## src/common/exe_pkg.sv

```systemverilog
`default_nettype none

package exe_pkg;

    localparam int word_w = 32;
    localparam int op_w = 5;

    typedef logic [word_w-1:0] word_t;
    typedef logic [4:0] reg_addr_t;

    typedef enum logic [op_w-1:0] {
        op_add,
        op_addu,
        op_sub,
        op_subu,
        op_slt,
        op_sltu,
        op_and,
        op_or,
        op_xor,
        op_nor,
        op_sll,
        op_srl,
        op_sra,
        op_lui,
        op_mult,
        op_multu,
        op_mfhi,
        op_mflo,
        op_mthi,
        op_mtlo,
        op_lb,
        op_lh,
        op_lw,
        op_sb,
        op_sh,
        op_sw
    } exe_op_e;

    typedef enum logic [1:0] {
        src1_rs,
        src1_sa,
        src1_pc
    } src1_sel_e;

    typedef enum logic [1:0] {
        src2_rt,
        src2_simm,
        src2_uimm,
        src2_eight
    } src2_sel_e;

    typedef enum logic [4:0] {
        exc_none = 5'h00,
        exc_adel = 5'h04,
        exc_ades = 5'h05,
        exc_ov   = 5'h0c
    } exc_code_e;

    // stage 1 to stage 2
    typedef struct packed {
        word_t src1;
        word_t src2;
        word_t rt_value;
    } alu_item_t;

    // stage 2 to stage 3
    typedef struct packed {
        word_t result;
        word_t rt_value;
    } mem_item_t;

endpackage

`default_nettype wire

```

## src/common/stage_if.sv

```systemverilog
`timescale 1ns/10ps
`default_nettype none

interface stage_if import exe_pkg::*; #(
    parameter type payload_t = word_t
) ();

    logic      valid;
    payload_t  payload;
    logic      allowin;
    exe_op_e   op;
    reg_addr_t dest;
    logic      gr_we;
    exc_code_e exc_code;

    // allowin always comes from the receiving side
    modport upstream (output valid, payload, op, dest, gr_we, exc_code, input allowin);
    modport downstream (input valid, payload, op, dest, gr_we, exc_code, output allowin);

endinterface

`default_nettype wire

```

## src/source/operand_stage.sv

```systemverilog
`timescale 1ns/10ps
`default_nettype none

module operand_stage import exe_pkg::*; (
    input  logic        clk,
    input  logic        reset,
    input  logic        in_valid,
    input  exe_op_e     in_op,
    input  src1_sel_e   in_src1_sel,
    input  src2_sel_e   in_src2_sel,
    input  reg_addr_t   in_dest,
    input  word_t       in_rs_value,
    input  word_t       in_rt_value,
    input  word_t       in_pc,
    input  logic [15:0] in_imm,
    output logic        in_allowin,
    stage_if.upstream   out
);

    logic        valid_r;
    exe_op_e     op_r;
    src1_sel_e   src1_sel_r;
    src2_sel_e   src2_sel_r;
    reg_addr_t   dest_r;
    word_t       rs_r;
    word_t       rt_r;
    word_t       pc_r;
    logic [15:0] imm_r;
    alu_item_t   item;

    // always ready to go
    assign in_allowin = !valid_r || out.allowin;

    always_ff @(posedge clk) begin
        if (reset) begin
            valid_r <= 1'b0;
        end else if (in_allowin) begin
            valid_r <= in_valid;
        end
    end

    always_ff @(posedge clk) begin
        if (in_valid && in_allowin) begin
            op_r       <= in_op;
            src1_sel_r <= in_src1_sel;
            src2_sel_r <= in_src2_sel;
            dest_r     <= in_dest;
            rs_r       <= in_rs_value;
            rt_r       <= in_rt_value;
            pc_r       <= in_pc;
            imm_r      <= in_imm;
        end
    end

    always_comb begin
        case (src1_sel_r)
            src1_sa: item.src1 = {{(word_w-5){1'b0}}, imm_r[10:6]};
            src1_pc: item.src1 = pc_r;
            default: item.src1 = rs_r;
        endcase
        case (src2_sel_r)
            src2_simm:  item.src2 = {{(word_w-16){imm_r[15]}}, imm_r};
            src2_uimm:  item.src2 = {{(word_w-16){1'b0}}, imm_r};
            src2_eight: item.src2 = word_t'(8);
            default:    item.src2 = rt_r;
        endcase
        item.rt_value = rt_r;
    end

    // no register write for stores and HI/LO writers
    always_comb begin
        case (op_r)
            op_sb, op_sh, op_sw, op_mult, op_multu, op_mthi, op_mtlo: out.gr_we = 1'b0;
            default: out.gr_we = 1'b1;
        endcase
    end

    assign out.valid    = valid_r;
    assign out.payload  = item;
    assign out.op       = op_r;
    assign out.dest     = dest_r;
    assign out.exc_code = exc_none;

endmodule

`default_nettype wire

```

## src/flat_wrapper.sv

```systemverilog
// flat-port wrapper written by rule: the top's interface ports become plain ports
module operand_stage_flat import exe_pkg::*;
  (clk, reset, in_valid, in_op, in_src1_sel, in_src2_sel, in_dest, in_rs_value, in_rt_value, in_pc, in_imm, in_allowin, out_valid, out_payload, out_op, out_dest, out_gr_we, out_exc_code, out_allowin);
  stage_if out_i ();
  input  logic clk;
  input  logic reset;
  input  logic in_valid;
  input  exe_op_e in_op;
  input  src1_sel_e in_src1_sel;
  input  src2_sel_e in_src2_sel;
  input  reg_addr_t in_dest;
  input  word_t in_rs_value;
  input  word_t in_rt_value;
  input  word_t in_pc;
  input  logic [15:0] in_imm;
  output logic in_allowin;
  output wire logic [$bits(out_i.valid)-1:0] out_valid;
  output wire logic [$bits(out_i.payload)-1:0] out_payload;
  output wire logic [$bits(out_i.op)-1:0] out_op;
  output wire logic [$bits(out_i.dest)-1:0] out_dest;
  output wire logic [$bits(out_i.gr_we)-1:0] out_gr_we;
  output wire logic [$bits(out_i.exc_code)-1:0] out_exc_code;
  input wire logic [$bits(out_i.allowin)-1:0] out_allowin;
  assign out_valid = out_i.valid;
  assign out_payload = out_i.payload;
  assign out_op = out_i.op;
  assign out_dest = out_i.dest;
  assign out_gr_we = out_i.gr_we;
  assign out_exc_code = out_i.exc_code;
  assign out_i.allowin = out_allowin;
  operand_stage u_core (.clk(clk), .reset(reset), .in_valid(in_valid), .in_op(in_op), .in_src1_sel(in_src1_sel), .in_src2_sel(in_src2_sel), .in_dest(in_dest), .in_rs_value(in_rs_value), .in_rt_value(in_rt_value), .in_pc(in_pc), .in_imm(in_imm), .in_allowin(in_allowin), .out(out_i));
endmodule
```

## config.mk

```make
export PLATFORM = sky130hd
export DESIGN_NAME = operand_stage_flat
export DESIGN_NICKNAME = d
export VERILOG_FILES = /design/src/common/exe_pkg.sv /design/src/common/stage_if.sv /design/src/source/operand_stage.sv /design/src/flat_wrapper.sv
export SDC_FILE = /design/constraint.sdc
export NUM_CORES = 1
export LEC_CHECK = 0
export ABC_AREA = 1
export BUFFER_PORTS_ARGS = -buffer_cell sky130_fd_sc_hd__clkbuf_2
export CAP_MARGIN = 20
export CORE_UTILIZATION = 29
export CTS_BUF_LIST = sky130_fd_sc_hd__clkbuf_2
export CTS_CLUSTER_DIAMETER = 60
export DETAILED_ROUTE_END_ITERATION = 8
export GPL_TIMING_DRIVEN = 1
export HOLD_SLACK_MARGIN = 0.08
export MAX_ROUTING_LAYER = met4
export PLACE_DENSITY = 0.78
export SLEW_MARGIN = 0
export SYNTH_ARGS = -nofsm -noshare
export SYNTH_HDL_FRONTEND = slang
export SYNTH_SLANG_ARGS = --single-unit
```

## constraint.sdc

```tcl
create_clock -name clk -period 3.57 [get_ports clk]
set_input_delay 0.8925 -clock clk [delete_from_list [all_inputs] [get_ports clk]]
set_output_delay 0.8925 -clock clk [all_outputs]
set_load 0.02 [all_outputs]
```

# == Word-level counts from Yosys, hierarchy flattened ==
# Cells that the tools add are included.
# classes
mux,1
n_reduce_logical,4
n_eq_ne,7
# op_table
op,count
$eq A5 B5 Y1 const B,5
$eq A5 B4 Y1 const B,2
$reduce_or A7 Y1,1
$logic_and A1 B1 Y1,1
$logic_not A1 Y1,1
$logic_or A1 B1 Y1,1
$mux W1,1
# totals
reg_bits,43

# == Longest topological paths before layout ==
# logic_depth
ltp_word,3
mapped_depth,6
ltp_nobuf,6

# == Worst setup path after synthesis ==
# No wires, ideal clock.
# synth_path
kind,input to register
start,in in_valid
end,"reg u_core.dest_r[0], in the netlist u_core.out.dest[0], enable pin"
cell_stages,2
t_arrival_ps,2990
setup_ps,455
path_slack_ps,124
cell_sequence,inv_1 > a21oi_1
# synth_between
elab_chain_len,1
# synth_lines
element,line_no,text
start: declaration,flat_wrapper.sv:7,input logic in_valid;
$logic_and A1 B1 Y1,operand_stage.sv:43,if (in_valid && in_allowin) begin
end signal: assignment,operand_stage.sv:47,dest_r <= in_dest;
end: declaration,operand_stage.sv:24,reg_addr_t dest_r;
# Every way passes these cells.
# A chain may end at the register's enable or synchronous reset.

# == Final worst setup path ==
# layout_path
start,in out_allowin
end,out in_allowin
# layout_between
elab_chain_len,1
# layout_lines
element,line_no,text
start: declaration,flat_wrapper.sv:23,input wire logic [$bits(out_i.allowin)-1:0] out_allowin;
$logic_or A1 B1 Y1,operand_stage.sv:32,assign in_allowin = !valid_r || out.allowin;
end: declaration,flat_wrapper.sv:16,output logic in_allowin;
# Every way passes these cells.

==> flow_metrics.py <==
metrics = {
    "synthesis": {
        "synth_top_area_share": 0.905,
        "yosys_register_bits": 43,
        "netlist_top_cells_area": "edfxtp_1 90%, buf_4 2.7%, nand2_1 2.4%, dfxtp_1 1.4%, inv_1 1.3%",
        "synthCells": 67,
        "netlist_area_um2": 1390,
        "yosys.cell_types.count": 9,
        "netlist_top_cells_count": "42 x edfxtp_1, 9 x nand2_1, 5 x buf_4, 5 x inv_1, 2 x a21oi_1",
        "async_flop_share": 0,
        "post_synth.cell_area_avg_um2": 20.8,
        "yosysTopAreaCell": "edfxtp_1",
        "seq_area_frac_synth": 0.919,
        "ys.flop_type": "edfxtp_1",
        "synth_edf_count": 42,
        "synth_warnings": 0,
        "yosysMostFrequentCell": "edfxtp_1",
    },
    "clock_network": {
        "cts_tree": "yes",
        "cts_resized": 0,
        "cts_buffer_depth": 2,
        "ctsHoldBuffers": 0,
        "htreeDepth": 2,
        "cts_setup_buffers": 0,
        "cts_buffers": 5,
        "clk_latency_ns": 0.39,
        "clockRootBuffer": "clkbuf_2",
        "path_clk_slew_ns": 0.19,
        "cts.sinks": 43,
    },
    "placement": {
        "post_dp_cell_area_um2": 1910,
        "dp_hpwl_um": 2220,
        "io_buffers": 90,
        "routabilityCongestion": 0.674,
    },
    "timing": {
        "fmax_mhz": 455,
        "skew_ns": 0.0188,
        "slew_violations": 0,
        "setup_viol": 0,
        "finalHoldViolCount": 0,
        "maxSlewHeadroom": 0.629,
        "tns_ns": 0,
        "worst-slew-pin-transition_ns": 0.555,
        "rsz0062_at_grt": "no",
        "period_share": 0.615,
        "period_minus_slack_ns": 2.20,
    },
    "critical_path": {
        "worstPathArrival_ns": 1.30,
        "reg2reg_depth": 2,
        "crit_top_cell": "clkbuf_2",
        "r2r_setup_slack_ns": 1.96,
        "critPathSlowestCell": "clkbuf_2",
        "worst-path-max-fanout": 2,
        "cp-start-kind": "input pin",
        "rr_endpoint": "u_core.out.payload[3]",
        "cpPeakStageDelay_ns": 0.17,
        "rr_startpoint": "u_core.out.valid",
        "end_kind": "primary output",
        "path_cells": "clkbuf_2, inv_2, nand2_1, clkbuf_2",
        "critPathKind": "input pin to primary output",
        "worstPathRequired_ns": 2.68,
    },
    "routing": {
        "ant_nets": 0,
        "drc": 9,
        "drt-initial-drc-count": 33,
        "viasPerCell": 4.15,
        "wl_um": 2760,
        "vias": 900,
        "post_drt_wl_per_cell_um": 12.7,
        "firstDrtPassIters": 6,
    },
    "global_routing": {
        "grt_pass1_vias": 925,
        "grt_pass1_wl_um": 4060,
        "grt_overflow": 0,
        "use_met3": 0.0647,
        "antenna_found_initial": 0,
        "grt_max_degree": 26,
        "track_usage": 0.115,
        "busiest_layer": "met2",
        "met2_usage": 0.170,
        "use_met1": 0.130,
    },
    "pwr": {
        "p_per_area_nw_per_um2": 498,
        "ir_drop_mv": 0.270,
        "leakagePower_nw": 0.910,
    },
    "finish": {
        "antenna_cells": 0,
        "postLayoutCellArea_um2": 1970,
        "area_growth_pct": 41.6,
        "drive_above_1_share": 0.606,
        "finish.net_count": 294,
    },
    "die": {
        "ios": 180,
        "die_w_um": 71.3,
        "die_area_um2": 5090,
        "core_area_um2": 4470,
        "row_count": 24,
        "start_util": 0.312,
        "die_h_um": 71.3,
    },
    "outcome": {
        "violations": "design-rule violations",
        "status": "finished, violations left",
    },
    "hold_path": {
        "hp-start": "u_core.out.valid",
        "whs_endpoint": "u_core.out.valid",
        "min_path_type": "register to register",
        "holdPathStages": 2,
    },
    "run": {
        "max_cap_violations": 0,
    },
}
## flip-flops by register name, summed over array words and instances (netlist names)
signal,flops
u_core.out.payload,32
u_core.out.valid,1
u_core.out.dest,5
u_core.out.op,5
## routing by layer
| metal | share of wire | vias to the layer above |
|---|---|---|
| li1 | - | 423 |
| met3 | 0.18 | 5 |
| met1 | 0.37 | 390 |
| met4 | 0.014 | 0 |
| met5 | 0 | - |
| met2 | 0.43 | 82 |
## power breakdown
group	internal, mW	leakage, nW	switching, mW
Sequential	0.589	0.415	0.00940
Clock	0.119	0.0410	0.150
Combinational	0.0396	0.454	0.0763
Total	0.747	0.910	0.235
## how the worst max path moves through the flow
stage,from,endpoint,depth (start not counted)
2_1_floorplan,in_valid,u_core.out.dest[0],2
3_3_place_gp,out_allowin,u_core.out.payload[12],4
3_5_place_dp,in_valid,u_core.out.payload[12],4
4_1_cts,u_core.out.op[2],out_gr_we,7
5_1_grt,u_core.out.op[2],out_gr_we,7
6_report,out_allowin,in_allowin,4
## cell usage in the layout, fill, tap and decap left out
cell type / instances
buf_4: 1
o21ai_1: 1
conb_1: 5
inv_2: 1
a21oi_1: 1
inv_6: 1
a21oi_4: 1
inv_1: 5
nand2_1: 9
clkinv_1: 1
clkbuf_2: 95
edfxtp_1: 42
bufinv_16: 1
dfxtp_1: 1
## logic make-up after synthesis
logic type	share of synthesized area
flip-flops	0.919
other	0.00269
AO/OA/AOI/OAI	0.0108
AND/OR/NAND/NOR	0.0242
buffers and inverters	0.0431
## layout make-up
type	count	area, um^2
flip-flops and latches	43	1280
inverters	6	22.5
multi-input cells	17	78.8
clock inverters	3	42.5
fillers	407	2500
clock buffers	5	25.0
repair buffers	91	458
well taps	52	65.1
## metrics by stage
stage | utilization | worst slack, ns | power (mW) | instances | hold slack, ns
2_1_floorplan | - | 0.124 | 0.673 | 71 | 0.705
4_1_cts | 0.441 | 1.33 | 1.00 | 217 | 0.572
6_report | 0.441 | 1.37 | 0.983 | 217 | 0.577
5_1_grt | 0.441 | 1.23 | 1.03 | 217 | 0.583
3_3_place_gp | 0.426 | 1.34 | 0.723 | 209 | 0.524
3_5_place_dp | 0.426 | 1.27 | 0.728 | 209 | 0.547
## worst max-delay path: cells and delay by family
| family | cells | cell delay [ns] |
|---|---|---|
| and+or+nand+nor | 1 | 0.08 |
| buffers and inverters | 3 | 0.33 |
Note: power is estimated with default switching activity, not from simulation.
