===== config.mk =====
export PLATFORM = sky130hd
export DESIGN_NAME = mem_request_stage_flat
export DESIGN_NICKNAME = d
export VERILOG_FILES = /design/src/common/exe_pkg.sv /design/src/common/stage_if.sv /design/src/source/mem_request_stage.sv /design/src/flat_wrapper.sv
export SDC_FILE = /design/constraint.sdc
export NUM_CORES = 1
export LEC_CHECK = 0
export BUFFER_PORTS_ARGS = -buffer_cell sky130_fd_sc_hd__buf_2
export CAP_MARGIN = 20
export CORE_UTILIZATION = 37
export DETAILED_ROUTE_END_ITERATION = 10
export GPL_TIMING_DRIVEN = 0
export MAX_ROUTING_LAYER = met4
export PLACE_DENSITY = 0.73
export SLEW_MARGIN = 15
export SYNTH_ARGS = -nofsm -noshare
export SYNTH_HDL_FRONTEND = slang
export SYNTH_SLANG_ARGS = --single-unit
export TNS_END_PERCENT = 30

===== constraint.sdc =====
create_clock -name clk -period 4.11 [get_ports clk]
set_clock_uncertainty 0.15 [all_clocks]
set_input_delay 0.6165 -clock clk [delete_from_list [all_inputs] [get_ports clk]]
set_output_delay 0.6165 -clock clk [all_outputs]
set_load 0.005 [all_outputs]

===== src/common/exe_pkg.sv =====
`default_nettype none

package exe_pkg;

    localparam int word_w = 32;
    localparam int op_w = 5;

    typedef logic [word_w-1:0] word_t;
    typedef logic [4:0] reg_addr_t;

    typedef enum logic [op_w-1:0] {
        op_add,
        op_addu,
        op_sub,
        op_subu,
        op_slt,
        op_sltu,
        op_and,
        op_or,
        op_xor,
        op_nor,
        op_sll,
        op_srl,
        op_sra,
        op_lui,
        op_mult,
        op_multu,
        op_mfhi,
        op_mflo,
        op_mthi,
        op_mtlo,
        op_lb,
        op_lh,
        op_lw,
        op_sb,
        op_sh,
        op_sw
    } exe_op_e;

    typedef enum logic [1:0] {
        src1_rs,
        src1_sa,
        src1_pc
    } src1_sel_e;

    typedef enum logic [1:0] {
        src2_rt,
        src2_simm,
        src2_uimm,
        src2_eight
    } src2_sel_e;

    typedef enum logic [4:0] {
        exc_none = 5'h00,
        exc_adel = 5'h04,
        exc_ades = 5'h05,
        exc_ov   = 5'h0c
    } exc_code_e;

    // stage 1 to stage 2
    typedef struct packed {
        word_t src1;
        word_t src2;
        word_t rt_value;
    } alu_item_t;

    // stage 2 to stage 3
    typedef struct packed {
        word_t result;
        word_t rt_value;
    } mem_item_t;

endpackage

`default_nettype wire


===== src/common/stage_if.sv =====
`timescale 1ns/10ps
`default_nettype none

interface stage_if import exe_pkg::*; #(
    parameter type payload_t = word_t
) ();

    logic      valid;
    payload_t  payload;
    logic      allowin;
    exe_op_e   op;
    reg_addr_t dest;
    logic      gr_we;
    exc_code_e exc_code;

    // allowin always comes from the receiving side
    modport upstream (output valid, payload, op, dest, gr_we, exc_code, input allowin);
    modport downstream (input valid, payload, op, dest, gr_we, exc_code, output allowin);

endinterface

`default_nettype wire


===== src/source/mem_request_stage.sv =====
`timescale 1ns/10ps
`default_nettype none

module mem_request_stage import exe_pkg::*; (
    input  logic        clk,
    input  logic        reset,
    stage_if.downstream in,
    output logic        out_valid,
    input  logic        out_allowin,
    output exe_op_e     out_op,
    output word_t       out_result,
    output reg_addr_t   out_dest,
    output logic        out_gr_we,
    output exc_code_e   out_exc_code,
    output word_t       out_bad_vaddr,
    output logic        mem_req,
    output logic        mem_wr,
    output logic [1:0]  mem_size,
    output word_t       mem_addr,
    output word_t       mem_wdata,
    output logic [3:0]  mem_wstrb,
    input  logic        mem_addr_ok
);

    logic      valid_r;
    mem_item_t item_r;
    exe_op_e   op_r;
    reg_addr_t dest_r;
    logic      gr_we_r;
    exc_code_e exc_r;
    logic      accepted_r;

    word_t     addr;
    logic      is_load;
    logic      is_store;
    logic      misaligned;
    logic      has_exc;
    logic      needs_req;
    logic      ready_go;

    assign addr = item_r.result;

    always_comb begin
        is_load    = 1'b0;
        is_store   = 1'b0;
        misaligned = 1'b0;
        mem_size   = 2'd2;
        mem_wdata  = item_r.rt_value;
        mem_wstrb  = 4'b0000;
        case (op_r)
            op_lb: begin
                is_load  = 1'b1;
                mem_size = 2'd0;
            end
            op_lh: begin
                is_load    = 1'b1;
                mem_size   = 2'd1;
                misaligned = addr[0];
            end
            op_lw: begin
                is_load    = 1'b1;
                misaligned = addr[1:0] != 2'b00;
            end
            op_sb: begin
                is_store  = 1'b1;
                mem_size  = 2'd0;
                mem_wdata = {4{item_r.rt_value[7:0]}};
                mem_wstrb = 4'b0001 << addr[1:0];
            end
            op_sh: begin
                is_store   = 1'b1;
                mem_size   = 2'd1;
                mem_wdata  = {2{item_r.rt_value[15:0]}};
                mem_wstrb  = addr[1] ? 4'b1100 : 4'b0011;
                misaligned = addr[0];
            end
            op_sw: begin
                is_store   = 1'b1;
                mem_wstrb  = 4'b1111;
                misaligned = addr[1:0] != 2'b00;
            end
            default: ;
        endcase
    end

    // earlier exception wins over misalignment
    always_comb begin
        if (exc_r != exc_none) begin
            out_exc_code = exc_r;
        end else if (misaligned) begin
            out_exc_code = is_store ? exc_ades : exc_adel;
        end else begin
            out_exc_code = exc_none;
        end
    end

    assign has_exc   = out_exc_code != exc_none;
    assign needs_req = (is_load || is_store) && !has_exc;
    assign mem_req   = valid_r && needs_req && !accepted_r;
    assign ready_go  = !needs_req || accepted_r || mem_addr_ok;

    assign in.allowin = !valid_r || (ready_go && out_allowin);
    assign out_valid  = valid_r && ready_go;

    always_ff @(posedge clk) begin
        if (reset) begin
            valid_r <= 1'b0;
        end else if (in.allowin) begin
            valid_r <= in.valid;
        end
    end

    always_ff @(posedge clk) begin
        if (in.valid && in.allowin) begin
            item_r  <= in.payload;
            op_r    <= in.op;
            dest_r  <= in.dest;
            gr_we_r <= in.gr_we;
            exc_r   <= in.exc_code;
        end
    end

    // request taken but item still stuck behind out_allowin
    always_ff @(posedge clk) begin
        if (reset) begin
            accepted_r <= 1'b0;
        end else if (out_valid && out_allowin) begin
            accepted_r <= 1'b0;
        end else if (mem_req && mem_addr_ok) begin
            accepted_r <= 1'b1;
        end
    end

    assign mem_wr        = is_store;
    assign mem_addr      = addr;
    assign out_op        = op_r;
    assign out_result    = item_r.result;
    assign out_dest      = dest_r;
    assign out_gr_we     = gr_we_r && !has_exc;
    assign out_bad_vaddr = addr;

endmodule

`default_nettype wire


===== src/flat_wrapper.sv =====
// flat-port wrapper written by rule: the top's interface ports become plain ports
module mem_request_stage_flat import exe_pkg::*;
  (clk, reset, out_valid, out_allowin, out_op, out_result, out_dest, out_gr_we, out_exc_code, out_bad_vaddr, mem_req, mem_wr, mem_size, mem_addr, mem_wdata, mem_wstrb, mem_addr_ok, in_valid, in_payload, in_op, in_dest, in_gr_we, in_exc_code, in_allowin);
  stage_if in_i ();
  input  logic clk;
  input  logic reset;
  output logic out_valid;
  input  logic out_allowin;
  output exe_op_e out_op;
  output word_t out_result;
  output reg_addr_t out_dest;
  output logic out_gr_we;
  output exc_code_e out_exc_code;
  output word_t out_bad_vaddr;
  output logic mem_req;
  output logic mem_wr;
  output logic [1:0] mem_size;
  output word_t mem_addr;
  output word_t mem_wdata;
  output logic [3:0] mem_wstrb;
  input  logic mem_addr_ok;
  input wire logic [$bits(in_i.valid)-1:0] in_valid;
  input wire logic [$bits(in_i.payload)-1:0] in_payload;
  input wire logic [$bits(in_i.op)-1:0] in_op;
  input wire logic [$bits(in_i.dest)-1:0] in_dest;
  input wire logic [$bits(in_i.gr_we)-1:0] in_gr_we;
  input wire logic [$bits(in_i.exc_code)-1:0] in_exc_code;
  output wire logic [$bits(in_i.allowin)-1:0] in_allowin;
  assign in_i.valid = in_valid;
  assign in_i.payload = in_payload;
  assign in_i.op = in_op;
  assign in_i.dest = in_dest;
  assign in_i.gr_we = in_gr_we;
  assign in_i.exc_code = in_exc_code;
  assign in_allowin = in_i.allowin;
  mem_request_stage u_core (.clk(clk), .reset(reset), .in(in_i), .out_valid(out_valid), .out_allowin(out_allowin), .out_op(out_op), .out_result(out_result), .out_dest(out_dest), .out_gr_we(out_gr_we), .out_exc_code(out_exc_code), .out_bad_vaddr(out_bad_vaddr), .mem_req(mem_req), .mem_wr(mem_wr), .mem_size(mem_size), .mem_addr(mem_addr), .mem_wdata(mem_wdata), .mem_wstrb(mem_wstrb), .mem_addr_ok(mem_addr_ok));
endmodule

==> Yosys cells after proc, flatten, opt, wreduce, memory -nomap -nowiden <==
Cells that the tools add are included.
{ "op_classes": {"n_eq_ne": 6, "n_mux": 6, "n_reduce_logical": 24} }
{ "op_table": {"columns": ["cell", "count"], "rows": [
  ["one-hot mux 32 bit (2 select lines)", 1],
  ["== test 5 bit, second input constant", 6],
  ["one-hot mux 4 bit (3 select lines)", 1],
  ["nonzero test 5 bit", 2],
  ["logical AND 1 bit", 9],
  ["OR reduction 2 bit", 3],
  ["OR reduction 3 bit", 2],
  ["2-to-1 mux 5 bit", 1],
  ["zero test 1 bit", 4],
  ["logical OR 1 bit", 4],
  ["one-hot mux 2 bit (2 select lines)", 1],
  ["2-to-1 mux 1 bit", 2]
]} }
{ "word_totals": {"regBits": 50, "in_bits": 53, "out_inout_bits": 154, "word_cells": 43} }

==> Depth between registers and ports, before layout <==
{ "logic_depth": {"word_depth": 11, "depth_mapped": 6, "ltp_nobuf": 3} }

==> Worst setup path after synthesis <==
OpenSTA, ideal clock, no wires.
{ "synth_timing": {"path_type": "reg2reg", "from": "reg u_core.op_r[2] (netlist: u_core.out_op[2])", "to": "reg u_core.exc_r[0] (enable)", "setup_ns": 0.471, "arrival_time_ns": 3.269, "required_ns": 3.489, "path_slack_ns": 0.219, "stages_incl_launch_ff": 4, "n_path_buf": 0, "path_cell_list": "edfxtp_1 and2b_1 o211a_1 o22ai_1"} }
{ "synth_via": {"elab_chain_len": 11, "word_cells_on_any_way": 18} }
{ "synth_lines": {"columns": ["item", "line", "text"], "rows": [
  ["from (decl)", "mem_request_stage.sv:27", "exe_op_e op_r;"],
  ["from (signal assigned)", "mem_request_stage.sv:116", "op_r <= in.op;"],
  ["== test 5 bit (on tied branches)", null, null],
  ["OR reduction 3 bit (no line)", null, null],
  ["2-to-1 mux 1 bit", "mem_request_stage.sv:50", "case (op_r)"],
  ["logical OR 1 bit (*)", "mem_request_stage.sv:98", "assign needs_req = (is_load || is_store) && !has_exc;"],
  ["logical AND 1 bit (*)", "mem_request_stage.sv:98", null],
  ["zero test 1 bit (*)", "mem_request_stage.sv:100", "assign ready_go = !needs_req || accepted_r || mem_addr_ok;"],
  ["logical OR 1 bit (*) (2 in series)", "mem_request_stage.sv:100", null],
  ["logical AND 1 bit (*)", "mem_request_stage.sv:102", "assign in.allowin = !valid_r || (ready_go && out_allowin);"],
  ["logical OR 1 bit (*)", "mem_request_stage.sv:102", null],
  ["logical AND 1 bit (*)", "mem_request_stage.sv:114", "if (in.valid && in.allowin) begin"],
  ["to (signal assigned)", "mem_request_stage.sv:119", "exc_r <= in.exc_code;"],
  ["to (decl)", "mem_request_stage.sv:30", "exc_code_e exc_r;"]
]} }
Mark *: on every way between the ends. The rest lies on a longest branch, timed or not.
A chain may end at the register's enable or synchronous reset.

==> Final worst setup path <==
{ "layout_timing": {"from": "reg u_core.op_r[0] (netlist: u_core.out_op[0])", "to": "out mem_wdata[28]"} }
{ "layout_via": {"elab_chain_len": 2, "word_cells_on_any_way": 3} }
{ "layout_lines": {"columns": ["item", "line", "text"], "rows": [
  ["== test 5 bit (on tied branches)", null, null],
  ["one-hot mux 32 bit (2 select lines) (*)", "mem_request_stage.sv:50", null],
  ["to (decl)", "flat_wrapper.sv:19", "output word_t mem_wdata;"]
]} }
Marks and branches as above.

==> out/results.tsv <==
stage	metric	value	unit
worst_setup_path	startpoint types	register	
sta	Worst-Margin Slew	722.3	ps
clocking	Post-CTS Resized	0	
status	status	finished clean	
floorplanning	die area	8117	um^2
worst_setup_path	reg-to-reg endpoint	u_core.out_op[0]	
logic_synthesis	cells after synthesis	236	
placement	post-place setup slack	1413	ps
clocking	# Post-CTS Setup Buffers	0	
floorplanning	number of I/O pins	207	
layout	layout cell share with drive strength beyond 1	52.77	%
worst_setup_path	WS Path Type	register to output port	
logic_synthesis	Seq/Total Area, Yosys	51.59	%
clocking	CTS hold repair buffers	0	
worst_hold_path	hold crit path type	primary input to register	
layout	ant diodes	0	
sta	achievable frequency	0.3383	GHz
clocking	H-tree Lvls	2	
worst_setup_path	CP Capture Point	mem_wdata[28]	
worst_hold_path	origin of the worst min-delay path	in_payload[19]	
logic_synthesis	synth cell count leaders	buf_4 (105), edfxtp_1 (48), a21o_1 (10)	
sta	RSZ-0062 raised after global routing	false	
sta	Slew headroom	51.67	%
logic_synthesis	Post-synth EDFFs	48	
placement	RePlAce Congestion	0.7714	
power_and_ir_drop	total power	1.150	mW
floorplanning	Starting Density	38.96	%
worst_setup_path	critical-path cell list	or3b_4 > nor2_1 > a221o_1 > buf_2	
floorplanning	std cell rows	31	
logic_synthesis	synthesized area	2872	um^2
floorplanning	core region area	7370	um^2
logic_synthesis	synth top area cells	edfxtp_1 (50%), buf_4 (27%), a221o_1 (2.8%)	
sta	WHS	340.6	ps
layout	Storage cell area	1481	um^2
worst_setup_path	R2R Setup Slk	2070	ps
layout	fin area	4058	um^2
layout	Fillers	666	
drt	vias per inst	3.900	
worst_setup_path	Worst EP required	3340	ps
worst_setup_path	Data arrival, critical path	2190	ps
sta	Pins Over Slew Limit	0	
placement	placed cell area	3971	um^2
clocking	clock root cell	clkbuf_8	
logic_synthesis	Yosys warnings	0	
placement	Buffers on Ports	110	
drt	WL final	6212	um
floorplanning	chip width	90.10	um
floorplanning	Die Y	90.10	um
logic_synthesis	most common flop cell mapped by yosys	edfxtp_1	
sta	Tmin final	2956	ps
drt	drt pass-1 iters	4	
sta	# setup viols final	0	
worst_setup_path	worst setup path start	u_core.out_op[0]	
clocking	clk_lat worst skew	290	ps
drt	1st-iter DRT viols	60	
worst_setup_path	Bufs and invs on worst path	1	
placement	DP HPWL	5030	um
drt	Vias	2145	
logic_synthesis	unique cell type count in the Yosys netlist	34	
logic_synthesis	largest area contributor in the netlist	edfxtp_1	
drt	Routed Antenna Nets	0	
worst_setup_path	CP delay by family, top	simple AND/OR/NAND/NOR gates	
global_route	first-pass GRT wire length	9535	um
logic_synthesis	post-synthesis area per instance	12.17	um^2
logic_synthesis	share of the synthesized area in the top cell type	50.20	%
clocking	clock slew at reported path FFs	90	ps
power_and_ir_drop	PD cells	283.5	nW/um^2
drt	DRC errors left	0	
worst_setup_path	Reg-to-Reg Start	u_core.out_op[2]	
worst_setup_path	Worst R2R Path Depth	4	
power_and_ir_drop	worst IR drop on VDD	257.7	uV
logic_synthesis	most common cell in the synthesized netlist	buf_4	
clocking	CTS Buf Count	5	
job	Max Cap Viol	0	
global_route	grt ovf	0	
power_and_ir_drop	LEAKAGE	2.199	nW
layout	multi-input logic area	910.9	um^2
clocking	CTS sink cnt	50	
worst_setup_path	Worst Path Max Fanout	8	
sta	Tcrit/Tclk final	71.92	%
drt	Wirelength per Cell	11.29	um
clocking	CTS tree	yes	
sta	Final Hold Violating Endpoints	0	
sta	setup ws final	1154	ps
worst_setup_path	CP Capture Type	output port	
global_route	initial antenna violation count	0	
worst_setup_path	CP peak stage delay	570	ps
worst_setup_path	Stages on worst setup path	4	
worst_setup_path	CP max stage cell	nor2_1	
global_route	vias in the first global route	2006	
clocking	Max Root-Sink Buffers	2	
global_route	pin count of the biggest net entering global routing	26	
logic_synthesis	FF+latch count, synth	50	
layout	Area growth syn-to-layout	41.31	%
logic_synthesis	Async SR Flop Fraction	0	%
global_route	total track usage	15.29	%
layout	fin nets	503	
==> per-layer routing <==
metal / track usage, % / vias up / routed length (um)
met5: - / - / 0
met4: 5.242 / 0 / 75
met3: 3.976 / 6 / 574
met2: 28.75 / 128 / 3317
met1: 15.11 / 955 / 2244
li1: - / 1056 / -
==> flip-flops by register name, summed over array words and instances, names as in the netlist <==
name	count
u_core.accepted_r	1
u_core.exc_r	5
u_core.gr_we_r	1
u_core.item_r	32
u_core.out_dest	5
u_core.out_op	5
u_core.valid_r	1
==> power breakdown <==
group          internal (mW)  total (mW)  switching, mW
Combinational          0.148       0.253          0.105
Sequential             0.603       0.623         0.0200
Clock                  0.120       0.274          0.154
Total                  0.871        1.15          0.279
==> how the worst min path moves through the flow <==
stage	depth (start not counted)	endpoint	slack, ps
2_1_floorplan	1	u_core.accepted_r	320
3_3_place_gp	1	u_core.accepted_r	340
3_5_place_dp	1	u_core.accepted_r	340
4_1_cts	1	u_core.item_r[19]	330
5_1_grt	1	u_core.item_r[19]	320
6_report	1	u_core.item_r[19]	340
==> through the flow <==
stage | util, % | TNS [ps] | instances
after floorplan | - | 0 | 331
after CTS | 55.06 | 0 | 550
after global placement | 52.95 | -40100 | 540
after global routing | 55.06 | 0 | 550
after detailed placement | 53.89 | 0 | 542
final | 55.06 | 0 | 550
==> cells by family (layout without fill, tap and decap cells) <==
group	count (synthesis)	after routing	share of synthesized area [%]
other	1	96	0.1306
AND/OR/NAND/NOR	30	30	6.667
multiplexers	8	8	3.399
AO/OA/AOI/OAI	30	30	8.628
buffers and inverters	117	237	29.59
flip-flops	50	50	51.59
==> cell usage in the layout, fill, tap and decap left out, types with 2 or more instances in the layout <==
cell      synthesis  layout
a21o_1           10      10
a21oi_1           2       2
a221o_1           8       8
and2_1            3       3
and3_1            9       9
buf_16            0       2
buf_2             1     111
buf_4           105     105
buf_6             2       2
clkbuf_1          6       7
clkbuf_8          0       5
conb_1            1      96
dfxtp_1           2       2
edfxtp_1         48      48
inv_1             3       3
mux2_2            6       6
mux2_4            2       2
nand2_1           3       3
nand2b_1          2       2
nor2_1            3       3
nor3b_1           2       2
o21ai_0           4       4
==> cell type report <==
type / count / area share [%]
Sequential cell: 50 / 36.51
Tap cell: 99 / 3.053
Buffer: 114 / 20.66
Inverter: 3 / 0.2775
Multi-Input combinational cell: 164 / 22.45
Timing Repair Buffer: 112 / 14.92
Clock inverter: 2 / 0.3392
Clock buffer: 6 / 1.788
No activity file was read; power rests on OpenSTA's default activity.
