## config.mk

```make
export PLATFORM = sky130hd
export DESIGN_NAME = alu_stage_flat
export DESIGN_NICKNAME = d
export VERILOG_FILES = /design/src/common/exe_pkg.sv /design/src/common/stage_if.sv /design/src/alu_stage/alu.sv /design/src/alu_stage/alu_stage.sv /design/src/flat_wrapper.sv
export SDC_FILE = /design/constraint.sdc
export NUM_CORES = 1
export LEC_CHECK = 0
export ABC_AREA = 1
export BUFFER_PORTS_ARGS = -buffer_cell sky130_fd_sc_hd__buf_2
export CAP_MARGIN = 20
export CORE_ASPECT_RATIO = 1.25
export CORE_MARGIN = 2
export CORE_UTILIZATION = 30
export DETAILED_ROUTE_END_ITERATION = 6
export PLACE_DENSITY = 0.44
export SYNTH_ARGS = -nofsm -noshare
export SYNTH_HDL_FRONTEND = slang
export SYNTH_HIERARCHICAL = 1
export SYNTH_SLANG_ARGS = --single-unit
```

## constraint.sdc

```tcl
create_clock -name clk -period 5.3 [get_ports clk]
set_clock_uncertainty 0.05 [all_clocks]
set_input_delay 0.795 -clock clk [delete_from_list [all_inputs] [get_ports clk]]
set_output_delay 0.795 -clock clk [all_outputs]
set_load 0.01 [all_outputs]
```

## src/common/exe_pkg.sv

```systemverilog
`default_nettype none

package exe_pkg;

    localparam int word_w = 32;
    localparam int op_w = 5;

    typedef logic [word_w-1:0] word_t;
    typedef logic [4:0] reg_addr_t;

    typedef enum logic [op_w-1:0] {
        op_add,
        op_addu,
        op_sub,
        op_subu,
        op_slt,
        op_sltu,
        op_and,
        op_or,
        op_xor,
        op_nor,
        op_sll,
        op_srl,
        op_sra,
        op_lui,
        op_mult,
        op_multu,
        op_mfhi,
        op_mflo,
        op_mthi,
        op_mtlo,
        op_lb,
        op_lh,
        op_lw,
        op_sb,
        op_sh,
        op_sw
    } exe_op_e;

    typedef enum logic [1:0] {
        src1_rs,
        src1_sa,
        src1_pc
    } src1_sel_e;

    typedef enum logic [1:0] {
        src2_rt,
        src2_simm,
        src2_uimm,
        src2_eight
    } src2_sel_e;

    typedef enum logic [4:0] {
        exc_none = 5'h00,
        exc_adel = 5'h04,
        exc_ades = 5'h05,
        exc_ov   = 5'h0c
    } exc_code_e;

    // stage 1 to stage 2
    typedef struct packed {
        word_t src1;
        word_t src2;
        word_t rt_value;
    } alu_item_t;

    // stage 2 to stage 3
    typedef struct packed {
        word_t result;
        word_t rt_value;
    } mem_item_t;

endpackage

`default_nettype wire

```

## src/common/stage_if.sv

```systemverilog
`timescale 1ns/10ps
`default_nettype none

interface stage_if import exe_pkg::*; #(
    parameter type payload_t = word_t
) ();

    logic      valid;
    payload_t  payload;
    logic      allowin;
    exe_op_e   op;
    reg_addr_t dest;
    logic      gr_we;
    exc_code_e exc_code;

    // allowin always comes from the receiving side
    modport upstream (output valid, payload, op, dest, gr_we, exc_code, input allowin);
    modport downstream (input valid, payload, op, dest, gr_we, exc_code, output allowin);

endinterface

`default_nettype wire

```

## src/alu_stage/alu.sv

```systemverilog
`timescale 1ns/10ps
`default_nettype none

module alu import exe_pkg::*; (
    input  exe_op_e op,
    input  word_t   src1,
    input  word_t   src2,
    output word_t   result,
    output logic    overflow
);

    localparam int msb = word_w - 1;

    word_t    sum;
    word_t    diff;
    logic     add_ovf;
    logic     sub_ovf;
    logic [4:0] sa;

    assign sum  = src1 + src2;
    assign diff = src1 - src2;
    assign sa   = src1[4:0];

    // operands of equal sign, result sign flipped
    assign add_ovf = (src1[msb] == src2[msb]) && (sum[msb] != src1[msb]);
    assign sub_ovf = (src1[msb] != src2[msb]) && (diff[msb] != src1[msb]);

    always_comb begin
        case (op)
            op_add, op_addu:
                result = sum;
            op_lb, op_lh, op_lw, op_sb, op_sh, op_sw:
                result = sum;
            op_sub, op_subu:
                result = diff;
            op_slt:
                result = {{msb{1'b0}}, $signed(src1) < $signed(src2)};
            op_sltu:
                result = {{msb{1'b0}}, src1 < src2};
            op_and: result = src1 & src2;
            op_or:  result = src1 | src2;
            op_xor: result = src1 ^ src2;
            op_nor: result = ~(src1 | src2);
            op_sll: result = src2 << sa;
            op_srl: result = src2 >> sa;
            op_sra: result = $signed(src2) >>> sa;
            op_lui: result = {src2[15:0], 16'h0000};
            default: result = '0;
        endcase
    end

    always_comb begin
        case (op)
            op_add:  overflow = add_ovf;
            op_sub:  overflow = sub_ovf;
            default: overflow = 1'b0;
        endcase
    end

endmodule

`default_nettype wire

```

## src/alu_stage/alu_stage.sv

```systemverilog
`timescale 1ns/10ps
`default_nettype none

module alu_stage import exe_pkg::*; (
    input  logic        clk,
    input  logic        reset,
    stage_if.downstream in,
    stage_if.upstream   out
);

    logic      valid_r;
    alu_item_t item_r;
    exe_op_e   op_r;
    reg_addr_t dest_r;
    logic      gr_we_r;
    exc_code_e exc_r;

    word_t     hi;
    word_t     lo;
    word_t     alu_result;
    logic      overflow;
    logic signed [2*word_w-1:0] prod_s;
    logic [2*word_w-1:0]        prod_u;
    logic [2*word_w-1:0]        product;
    logic      leaving;
    mem_item_t item_out;

    assign in.allowin = !valid_r || out.allowin;
    assign leaving    = valid_r && out.allowin;

    always_ff @(posedge clk) begin
        if (reset) begin
            valid_r <= 1'b0;
        end else if (in.allowin) begin
            valid_r <= in.valid;
        end
    end

    always_ff @(posedge clk) begin
        if (in.valid && in.allowin) begin
            item_r  <= in.payload;
            op_r    <= in.op;
            dest_r  <= in.dest;
            gr_we_r <= in.gr_we;
            exc_r   <= in.exc_code;
        end
    end

    alu u_alu (
        .op       (op_r),
        .src1     (item_r.src1),
        .src2     (item_r.src2),
        .result   (alu_result),
        .overflow (overflow)
    );

    assign prod_s  = $signed({{word_w{item_r.src1[word_w-1]}}, item_r.src1})
                   * $signed({{word_w{item_r.src2[word_w-1]}}, item_r.src2});
    assign prod_u  = {{word_w{1'b0}}, item_r.src1} * {{word_w{1'b0}}, item_r.src2};
    assign product = (op_r == op_mult) ? prod_s : prod_u;

    // HI/LO change only as the writer leaves, so later readers see it
    always_ff @(posedge clk) begin
        if (reset) begin
            hi <= '0;
            lo <= '0;
        end else if (leaving) begin
            case (op_r)
                op_mult, op_multu: begin
                    hi <= product[2*word_w-1:word_w];
                    lo <= product[word_w-1:0];
                end
                op_mthi: hi <= item_r.src1;
                op_mtlo: lo <= item_r.src1;
                default: ;
            endcase
        end
    end

    always_comb begin
        case (op_r)
            op_mfhi: item_out.result = hi;
            op_mflo: item_out.result = lo;
            default: item_out.result = alu_result;
        endcase
        item_out.rt_value = item_r.rt_value;
    end

    assign out.valid    = valid_r;
    assign out.payload  = item_out;
    assign out.op       = op_r;
    assign out.dest     = dest_r;
    assign out.gr_we    = gr_we_r;
    assign out.exc_code = overflow ? exc_ov : exc_r;

endmodule

`default_nettype wire

```

## src/flat_wrapper.sv

```systemverilog
// flat-port wrapper written by rule: the top's interface ports become plain ports
module alu_stage_flat import exe_pkg::*;
  (clk, reset, in_valid, in_payload, in_op, in_dest, in_gr_we, in_exc_code, in_allowin, out_valid, out_payload, out_op, out_dest, out_gr_we, out_exc_code, out_allowin);
  stage_if in_i ();
  stage_if out_i ();
  input  logic clk;
  input  logic reset;
  input wire logic [$bits(in_i.valid)-1:0] in_valid;
  input wire logic [$bits(in_i.payload)-1:0] in_payload;
  input wire logic [$bits(in_i.op)-1:0] in_op;
  input wire logic [$bits(in_i.dest)-1:0] in_dest;
  input wire logic [$bits(in_i.gr_we)-1:0] in_gr_we;
  input wire logic [$bits(in_i.exc_code)-1:0] in_exc_code;
  output wire logic [$bits(in_i.allowin)-1:0] in_allowin;
  output wire logic [$bits(out_i.valid)-1:0] out_valid;
  output wire logic [$bits(out_i.payload)-1:0] out_payload;
  output wire logic [$bits(out_i.op)-1:0] out_op;
  output wire logic [$bits(out_i.dest)-1:0] out_dest;
  output wire logic [$bits(out_i.gr_we)-1:0] out_gr_we;
  output wire logic [$bits(out_i.exc_code)-1:0] out_exc_code;
  input wire logic [$bits(out_i.allowin)-1:0] out_allowin;
  assign in_i.valid = in_valid;
  assign in_i.payload = in_payload;
  assign in_i.op = in_op;
  assign in_i.dest = in_dest;
  assign in_i.gr_we = in_gr_we;
  assign in_i.exc_code = in_exc_code;
  assign in_allowin = in_i.allowin;
  assign out_valid = out_i.valid;
  assign out_payload = out_i.payload;
  assign out_op = out_i.op;
  assign out_dest = out_i.dest;
  assign out_gr_we = out_i.gr_we;
  assign out_exc_code = out_i.exc_code;
  assign out_i.allowin = out_allowin;
  alu_stage u_core (.clk(clk), .reset(reset), .in(in_i), .out(out_i));
endmodule
```

# After elaboration in Yosys (flattened, before gate mapping)
# Cells that the tools add are included.
# Widths: inputs -> output; s select.
[word_totals]
reg_bits = 49
output_inout_bits = 50
elab_cells = 9
[op_classes]
reduce_logical = 3
[op_table]
columns = ["op", "n"]
rows = [
  ["$logic_and 1x1->1", 1],
  ["$logic_not 1->1", 1],
  ["$logic_or 1x1->1", 1],
]

# Depth between registers and ports, before layout
# Gate-level depths: netlist of the first run.
[depth]
ltp_word = 3
mapped_depth = 20
mapped_depth_nobuf = 16

# Hierarchy
# The synthesis of the first run kept the hierarchy.
[modules_own_cells]
columns = ["module", "n_inst", "cells_each", "area_per_inst_um2", "seq_area_each_um2"]
rows = [
  ["alu", 1, 2317, 10894.2, 0.0],
  ["alu_stage", 1, 63, 1524.0, 1461.4],
]

# Worst setup path after synthesis of the first run
# OpenSTA, ideal clock, no wires.
[synth_timing]
path_type = "input -> register"
from = "in out_allowin"
to = "reg u_core.exc_r[0], enable pin"
setup_time_ns = 0.469
arrival_ns = 3.184
slack_ns = 1.597
stages = 2
path_cell_list = "inv_1 > a21oi_1"
[synth_between]
elab_chain_cells = 2
[synth_rtl]
columns = ["item", "line_no", "text"]
rows = [
  ["start: declaration", "flat_wrapper.sv:21", "input wire logic [$bits(out_i.allowin)-1:0] out_allowin;"],
  ["$logic_or 1x1->1", "alu_stage.sv:28", "assign in.allowin = !valid_r || out.allowin;"],
  ["$logic_and 1x1->1", "alu_stage.sv:40", "if (in.valid && in.allowin) begin"],
  ["end signal: assignment", "alu_stage.sv:45", "exc_r <= in.exc_code;"],
  ["end: declaration", "alu_stage.sv:16", "exc_code_e exc_r;"],
]
# Every way passes these cells.
# A chain may end at the register's enable or synchronous reset.

# Final worst setup path of the first run
[layout_timing]
from = "in out_allowin"
to = "out in_allowin"
[layout_between]
elab_chain_cells = 1
[layout_rtl]
columns = ["item", "line_no", "text"]
rows = [
  ["$logic_or 1x1->1", "alu_stage.sv:28", ""],
  ["end: declaration", "flat_wrapper.sv:14", "output wire logic [$bits(in_i.allowin)-1:0] in_allowin;"],
]
# Every way passes these cells.

==> impl_results.md, run 1 <==
* Status: complete, no violations
* Number of port buffers at between 100 and 150
* Syn. warnings at 6
* First-pass GRT wire length at approximately 12000 um
* Clock-pin slew reported for the worst setup and hold paths after clock tree synthesis at approximately 0.060 ns
* TritonCTS clock tree: yes
* Count of nets after finishing at between 800 and 900
* Pre-CTS setup slack at 3.25 ns
* Element type at the critical path end: primary output
* Signal arrival time at the worst endpoint at 1.20 ns
* Wire length after detailed routing at 6720 um
* Average via count per standard cell at between 3 and 4
* PD cells at 190 nW/um2
* Detail-routed net length per standard cell at between 7 and 8 um
* Post-route DRC at 0
* # hold bufs at CTS at 0
* Syn-to-layout area delta at 32.1%
* Placed instance count at just under 900
* Placeable Area at between 10000 and 15000 um2
* Detail Route Antenna Nets at 0
* Proportion of layout cells with a drive suffix above 1 at 16.4%
* Maximum net fanout on the critical path at 2
* Worst relative slew slack at 60.2%
* Number of top-level pins at ~100
* Residual overflow from global routing at 0
* Ant diodes at 0
* Die ar. at between 10000 and 15000 um2
* Vias after detailed routing at 2918
* Setup TNS at 0 ns
* Largest vdd supply drop at between 200 and 300 uV
* Type of the tightest min-delay check: flop to flop
* Period minus WS final at between 2 and 2.5 ns
* Final setup violation count at 0
* GPL Wtd Cong at 0.692
* Actual transition at the worst max-transition pin at roughly 0.60 ns
* Length of the first detailed-routing pass in iterations at 4
* Worst path cell trace: buf_2, inv_1, nand2_2, buf_2
* Kind of critical path: primary input to primary output
* Setup fix buffers added after clock tree synthesis at 0
* Worst path setup slack after routing at between 3 and 4 ns
* Largest net degree at the start of global routing at 49
* RSZ-0062 raised after global routing: false
* Worst hold margin at around 0.48 ns
* CTS Sinks at 49
* Category of the worst setup path launch point: primary input
* Count of cells resized by post-cts repair at 0
* Die boundary width at between 100 and 150 um
* Cell row count at 47
* Static leakage power at ~2.9 nW
* Final period util at between 30 and 40%
* Overall global routing resource usage at about a tenth
* Number of global-route vias before repair at roughly 2800
* Skew-Pair Late Insertion Delay at ~0.28 ns
* Final count of hold timing violations at 0
* Chip height at 134 um
* Sum of net half-perimeters after detailed placement at roughly 6000 um
* Effective utilization at floorplan at 30.7%
* Slowest stage delay, CP at roughly 0.14 ns
* Detailed Route Iter0 Violations at 34
* Slowest cell on the critical path: buf_2
* H-Tree Level Count at 2
* Highest Clock Rate at 488 MHz
* Average footprint of a synthesized cell at a little over 8 um2
* Number of max-slew violations in the final report at 0
* Clock tree root driver cell: clkbuf_16
* Antenna violations before repair at 0
* Post-Layout Cell Count at 896
* Max-cap violations at 0
* Number of CTS-inserted buffers at 5
* Cell count after synthesis at just under 500
* Area of the mapped netlist at slightly above 4000 um2
* Maximum buffer depth of the clock tree at 2
* Required time of the worst setup path at about 4.5 ns
* Design Power at 1.02 mW
* Cell type with the highest occurrence count on the critical path: buf_2
power breakdown:
part / internal [mW] / leakage (nW) / switching (mW) / total, mW
Sequential: 0.453 / 0.473 / 0.00631 / 0.459
Combinational: 0.0822 / 2.36 / 0.124 / 0.207
Clock: 0.223 / 0.0842 / 0.133 / 0.356
Total: 0.758 / 2.92 / 0.264 / 1.02
metrics by stage:
| stage | cell area (um2) | utilization (%) |
|---|---|---|
| floorplan | 4660 | - |
| global placement | 5200 | 39.3 |
| detailed placement | 5200 | 39.3 |
| CTS | 5370 | 40.6 |
| global route | 5370 | 40.6 |
| finish | 5370 | 40.6 |
path summary, 6_finish.rpt:
path / startpoint / endpoint / slack [ns] / depth (start not counted)
setup / recovery: out_allowin / in_allowin / 3.25 / 4
hold / removal: u_core/out.valid / u_core/out.valid / 0.48 / 2
setup reg to reg: u_core/out.valid / u_core/out.payload[17] / 3.86 / 2
hold reg to reg: u_core/out.valid / u_core/out.valid / 0.48 / 2
per-layer routing:
layer	wire length, um	track usage, %	share of wire (%)	vias to the layer above
li1	-	-	-	1689
met1	2650	10.7	39	1149
met2	3150	17.3	47	75
met3	851	5.39	13	5
met4	76	2.99	1.1	0
met5	0	0	0	-
worst max-delay path: cells and delay by family:
family                 cells  cell delay (ns)
buffers and inverters      3             0.35
AND/OR/NAND/NOR            1             0.06
flip-flops by register name (all words and copies together) (netlist names):
| name | flops |
|---|---|
| u_core/out.payload | 32 |
| u_core/exc_r | 5 |
| u_core/out.valid | 1 |
| u_core/out.gr_we | 1 |
| u_core/out.dest | 5 |
| u_core/out.op | 5 |
cell usage in the layout, fill, tap and decap left out:
cell type / count
a21oi_1: 12
a21oi_4: 1
buf_2: 101
buf_4: 1
bufinv_16: 1
clkbuf_16: 5
clkinv_2: 1
conb_1: 158
dfxtp_1: 1
edfxtp_1: 48
ha_1: 93
inv_1: 137
inv_2: 6
inv_6: 1
nand2_1: 106
nand2_2: 1
nand3_1: 7
nand4_1: 1
nor2_1: 32
nor2_4: 1
nor3_1: 1
nor4_1: 1
o21a_1: 1
o21ai_0: 4
o21bai_1: 2
or2_1: 2
area by class of cell:
class | count | area, um2
clock buffer | 5 | 125
clock inverter | 3 | 43.8
fill | 1401 | 7860
inverter | 143 | 537
multi-input combinational | 423 | 2480
sequential | 49 | 1460
tap | 171 | 214
timing repair buffer | 102 | 513
Note: power is estimated with default switching activity, not from simulation.
==> run 2, diff against run 1 <==
==> constraint.sdc (replaced) <==
create_clock -name clk -period 2.1 [get_ports clk]
set_clock_uncertainty 0.05 [all_clocks]
set_input_delay 0.315 -clock clk [delete_from_list [all_inputs] [get_ports clk]]
set_output_delay 0.315 -clock clk [all_outputs]
set_load 0.01 [all_outputs]
==> run 2 against run 1 <==
First-iteration DRC count up 44%. Highest routed layer unchanged. Count of clock-buffer cells in the layout unchanged. Worst hold slack worse by 0.35 ns. Combinational power rose to 2.5 times the previous value. Largest power group unchanged. Wire length up 0.21%. Cell count unchanged. Clock power up 120%. Register-to-register slack worse by 2.9 ns. Sequential power rose to 2.5 times the previous value. Critical endpoint is now out_exc_code[2].
==> impl_results.md, run 2 (synthesis results as in run 1) <==
* Worst setup path startpoint: u_core/exc_r[2]
* Flip-flop count of the largest register after layout at 32
* Ant diodes at 0
* Final setup violation count at 0
* Clock tree root driver cell: clkbuf_16
* Number of CTS-inserted buffers at 5
* Final period util at between 60 and 70%
* Minimum setup slack among reg-to-reg paths at slightly above 0.9 ns
* Terminus of the critical flop-to-flop path: u_core/out.dest[2]
* Element type at the critical path end: primary output
* Commonest non-fill, non-tap cell in the layout: conb_1
* Required time of the worst setup path at approximately 1.7 ns
* Logic depth of the worst path, buffers included at 2
* PD cells at ~460 nW/um2
* Kind of critical path: flop to primary output
* Die boundary width at 108 um
* Effective utilization at floorplan at slightly above 30%
* Worst R2R Start: u_core/out.valid
* Setup TNS at 0 ns
* Signal arrival time at the worst endpoint at 1.00 ns
* Final count of hold timing violations at 0
* Category of the worst setup path launch point: flop
* Period minus WS final at between 1 and 1.5 ns
* Count of cells resized by post-cts repair at 0
* Slowest stage delay, CP at ~0.37 ns
* Critical path endpoint: out_exc_code[2]
* Largest net degree at the start of global routing at 49
* Maximum buffer depth of the clock tree at 2
* Setup fix buffers added after clock tree synthesis at 0
* Worst r2r path cells at 2
* Reg area at roughly 1500 um2
* Vias after detailed routing at between 2000 and 3000
* Syn-to-layout area delta at 31.8%
* Number of global-route vias before repair at a little under 3000
* Placed cell area at roughly 5200 um2
* RSZ-0062 raised after global routing: false
* # hold bufs at CTS at 0
* Wire length after detailed routing at 6730 um
* Static leakage power at 2.91 nW
* Slowest cell on the critical path: edfxtp_1
* Sum of net half-perimeters after detailed placement at approximately 5900 um
* Count of fill cells added during filler insertion at 1419
* Residual overflow from global routing at 0
* Cell row count at 47
* Final std cell area, no fill at ~5400 um2
* Maximum net fanout on the critical path at 1
* Number of top-level pins at around 100
* Worst path cell trace: or2_1, buf_2
* TritonCTS clock tree: yes
* Die ar. at about 15000 um2
* Max-cap violations at 0
* H-Tree Level Count at 2
* Antenna violations before repair at 0
* Buffers and inverters on the worst path at 1
* GPL Wtd Cong at a little under 0.7
* Clock-pin slew reported for the worst setup and hold paths after clock tree synthesis at 0.07 ns
* Largest vdd supply drop at a little over 600 uV
* Highest Clock Rate at between 700 and 800 MHz
* CTS Sinks at 49
* Detail-routed net length per standard cell at between 7 and 8 um
* Detail Route Antenna Nets at 0
* Number of port buffers at approximately 100
* Chip height at 134 um
* Skew-Pair Late Insertion Delay at about 0.28 ns
* Overall global routing resource usage at 10.3%
* Average via count per standard cell at around 3.3
* Total area of multi-input combinational cells at ~2500 um2
* Layout Utilization at 40.5%
* Number of max-slew violations in the final report at 0
* Commonest cells after routing, fill and taps aside: conb_1 (158), inv_1 (137), nand2_1 (106)
* Dominant delay contributor by cell family on the critical path: flip-flops
* Count of nets after finishing at a little under 900
* Status: complete, no violations
* Detailed Route Iter0 Violations at 49
* Proportion of layout cells with a drive suffix above 1 at between 15 and 20%
* Placeable Area at ~13000 um2
* First-pass GRT wire length at approximately 12000 um
* Length of the first detailed-routing pass in iterations at 4
* Post-route DRC at 0
* Type of the tightest min-delay check: primary input to flop
[run 2: power breakdown]
part	internal, mW	switching [mW]
Combinational	0.211	0.315
Sequential	1.14	0.0170
Clock	0.443	0.342
Total	1.80	0.673
[run 2: area by class of cell]
type                    instances  area share, %
well taps                     171           3.99
inverters                     143           10.0
clock buffers                   5           2.33
multi-input cells             423           46.2
repair buffers                102           9.80
flip-flops and latches         49           27.3
clock inverters                 3          0.397
[run 2: how the worst min path moves through the flow]
stage,end,slack (ns),from,cells past startpoint
2_1_floorplan,u_core/out.valid,0.33,reset,1
3_3_place_gp,u_core/out.valid,0.42,reset,2
3_5_place_dp,u_core/out.valid,0.43,reset,2
4_1_cts,u_core/out.valid,0.12,reset,2
5_1_grt,u_core/out.valid,0.13,reset,2
6_report,u_core/out.valid,0.13,reset,2
[run 2: per-stage QoR]
stage	worst slack, ns	power, mW	hold WS (ns)	instances
6_report	0.731	2.47	0.132	896
2_1_floorplan	0.417	1.58	0.334	653
4_1_cts	0.713	2.45	0.120	896
3_5_place_dp	0.825	1.66	0.427	888
5_1_grt	0.689	2.65	0.127	896
3_3_place_gp	0.831	1.66	0.423	888
[run 2: routing by layer]
layer	vias up	track usage [%]	share of wire, %
li1	1687	-	-
met1	1201	11.3	41
met2	82	17.5	47
met3	6	4.71	11
met4	0	3.56	1.7
met5	-	0	0
==> run 3, diff against run 2 <==
--- a/config.mk
+++ b/config.mk
@@ -12,7 +12,7 @@
 export CORE_MARGIN = 2
 export CORE_UTILIZATION = 30
 export DETAILED_ROUTE_END_ITERATION = 6
-export PLACE_DENSITY = 0.44
+export PLACE_DENSITY = 0.45
 export SYNTH_ARGS = -nofsm -noshare
 export SYNTH_HDL_FRONTEND = slang
 export SYNTH_HIERARCHICAL = 1
==> constraint.sdc (replaced) <==
create_clock -name clk -period 1.2 [get_ports clk]
set_clock_uncertainty 0.05 [all_clocks]
set_input_delay 0.18 -clock clk [delete_from_list [all_inputs] [get_ports clk]]
set_output_delay 0.18 -clock clk [all_outputs]
set_load 0.01 [all_outputs]
==> run 3 against run 2 <==
The run now ends with setup timing left. Wire length fell by 0.83%. Sequential share of layout area fell by 0.14 points. Non-clock buffer count rose by 2. Die area did not move. Core utilization rose by 0.25 points. Worst setup slack got worse by 0.76 ns. Flip-flop and latch count did not move. Sequential power rose by 75%. Critical path depth did not move. Final area rose by 0.61%. Global-route usage fell by 0.13 points. Total power rose by 75%. Critical endpoint is now out_exc_code[3].
==> impl_results.md, run 3 (synthesis results as in run 1) <==
* Status: finished, violations left
* Failing checks: setup timing
* Worst path setup slack after routing at -0.0304 ns
* Clock tree root driver cell: clkbuf_16
* H-Tree Level Count at 2
* RSZ-0062 raised after global routing: true
* Average via count per standard cell at about 3.3
* PD cells at 800 nW/um2
* Type of the tightest min-delay check: primary input to flop
* Wire length after detailed routing at ~6700 um
* Count of cells resized by post-cts repair at 0
* Final period util at 103%
* Number of CTS-inserted buffers at 5
* Commonest cells after routing, fill and taps aside: conb_1 (158), inv_1 (137), nand2_1 (106)
* Detailed Route Iter0 Violations at between 40 and 50
* GPL Wtd Cong at 0.708
* Static leakage power at roughly 3 nW
* Residual overflow from global routing at 0
* Layout Utilization at between 40% and 50%
* Slowest cell on the critical path: edfxtp_1
* Required time of the worst setup path at ~0.97 ns
* Slowest stage delay, CP at ~0.36 ns
* Final setup violation count at 2
* Clock-pin slew reported for the worst setup and hold paths after clock tree synthesis at ~0.060 ns
* Effective utilization at floorplan at between 30% and 40%
* Detail Route Antenna Nets at 0
* Placed instance count at between 800 and 900
* Largest vdd supply drop at between 1000 and 1500 uV
* Length of the first detailed-routing pass in iterations at 4
* Ant diodes at 0
* Sum of net half-perimeters after detailed placement at 5800 um
* Maximum net fanout on the critical path at 1
* Setup fix buffers added after clock tree synthesis at 0
* Kind of critical path: flop to primary output
* Count of nets after finishing at 871
* Number of max-slew violations in the final report at 0
* Max-cap violations at 0
* Antenna violations before repair at 0
* Number of port buffers at around 100
* Category of the worst setup path launch point: flop
* Vias after detailed routing at approximately 3000
* Signal arrival time at the worst endpoint at 1.00 ns
* Highest Clock Rate at a little over 800 MHz
* Proportion of layout cells with a drive suffix above 1 at 16.5%
* Largest net degree at the start of global routing at 48
* Placed cell area at between 5000 and 6000 um2
* Setup TNS at -0.0396 ns
* Die ar. at 14500 um2
* Final count of hold timing violations at 0
* Syn-to-layout area delta at 32.6%
* Worst path cell trace: or2_1, buf_2
* Buffers and inverters on the worst path at 1
* Commonest non-fill, non-tap cell in the layout: conb_1
* Overall global routing resource usage at between 10 and 15%
* Design Power at around 4.3 mW
* Cell row count at 47
* TritonCTS clock tree: yes
* Detail-routed net length per standard cell at between 7 and 8 um
* Number of global-route vias before repair at 2891
* CTS Sinks at between 40 and 50
* Final std cell area, no fill at between 5000 and 6000 um2
* Placeable Area at approximately 13000 um2
* Post-Layout Cell Count at around 900
* First-pass GRT wire length at 11700 um
* Flip-flop count of the largest register after layout at 32
* Period minus WS final at roughly 1.2 ns
* Dominant delay contributor by cell family on the critical path: flip-flops
* Die boundary width at ~110 um
* Skew-Pair Late Insertion Delay at roughly 0.29 ns
* Chip height at about 130 um
* Maximum buffer depth of the clock tree at 2
* Post-route DRC at 0
* Element type at the critical path end: primary output
* Number of top-level pins at approximately 100
[run 3: cell types whose count changed in the layout (fill, tap and decap cells not counted)]
cell           before  now
clkbuf_1            0    1
clkbuf_16           5    6
clkinvlp_4          1    0
dfxtp_1             1    0
dfxtp_2             0    1
dlygate4sd3_1       0    1
[run 3: what timing repair did]
item                                    CTS  global route
hold buffers                              1             0
gates cloned                              0             1
endpoints found under the setup margin    2            12
hold endpoints to repair                  1             0
[run 3: worst register-to-register path, cell delays in order, from the launching register on]
cell       delay (ns)
dfxtp_2          0.34
a21oi_4          0.22
clkbuf_16        0.25
[run 3: worst paths after layout]
check,depth (start not counted),endpoint,slack [ns],from
max,2,out_exc_code[3],-0.03,u_core/exc_r[3]
min,1,u_core/out.dest[2],0.01,in_dest[2]
max reg2reg,2,u_core/out.dest[0],0.04,u_core/out.valid
min reg2reg,2,u_core/out.valid,0.45,u_core/out.valid
[run 3: cell type report]
type | instances | area [um2]
flip-flops and latches | 49 | 1460
well taps | 171 | 214
multi-input cells | 423 | 2480
repair buffers | 104 | 561
fillers | 1391 | 7840
inverters | 143 | 537
clock buffers | 6 | 129
clock inverters | 2 | 13.8
[run 3: routing by layer]
layer / vias up / wire [um] / GRT usage, %
li1: 1692 / - / -
met5: - / 0 / 0
met1: 1186 / 2500 / 10.0
met3: 6 / 853 / 5.54
met4: 0 / 136 / 4.27
met2: 81 / 3180 / 17.5
[run 3: through the flow]
stage                     hold WS (ns)  setup WS [ns]
after floorplan                  0.192         -0.446
after global placement           0.290         0.0233
after detailed placement         0.296         0.0125
after CTS                      0.00260        -0.0511
after global routing           0.00430        -0.0662
final                           0.0117        -0.0304
[run 3: power by group]
group	internal [mW]	leakage, nW	switching (mW)
Sequential	2.00	0.473	0.0280
Combinational	0.382	2.38	0.555
Clock	0.776	0.0712	0.573
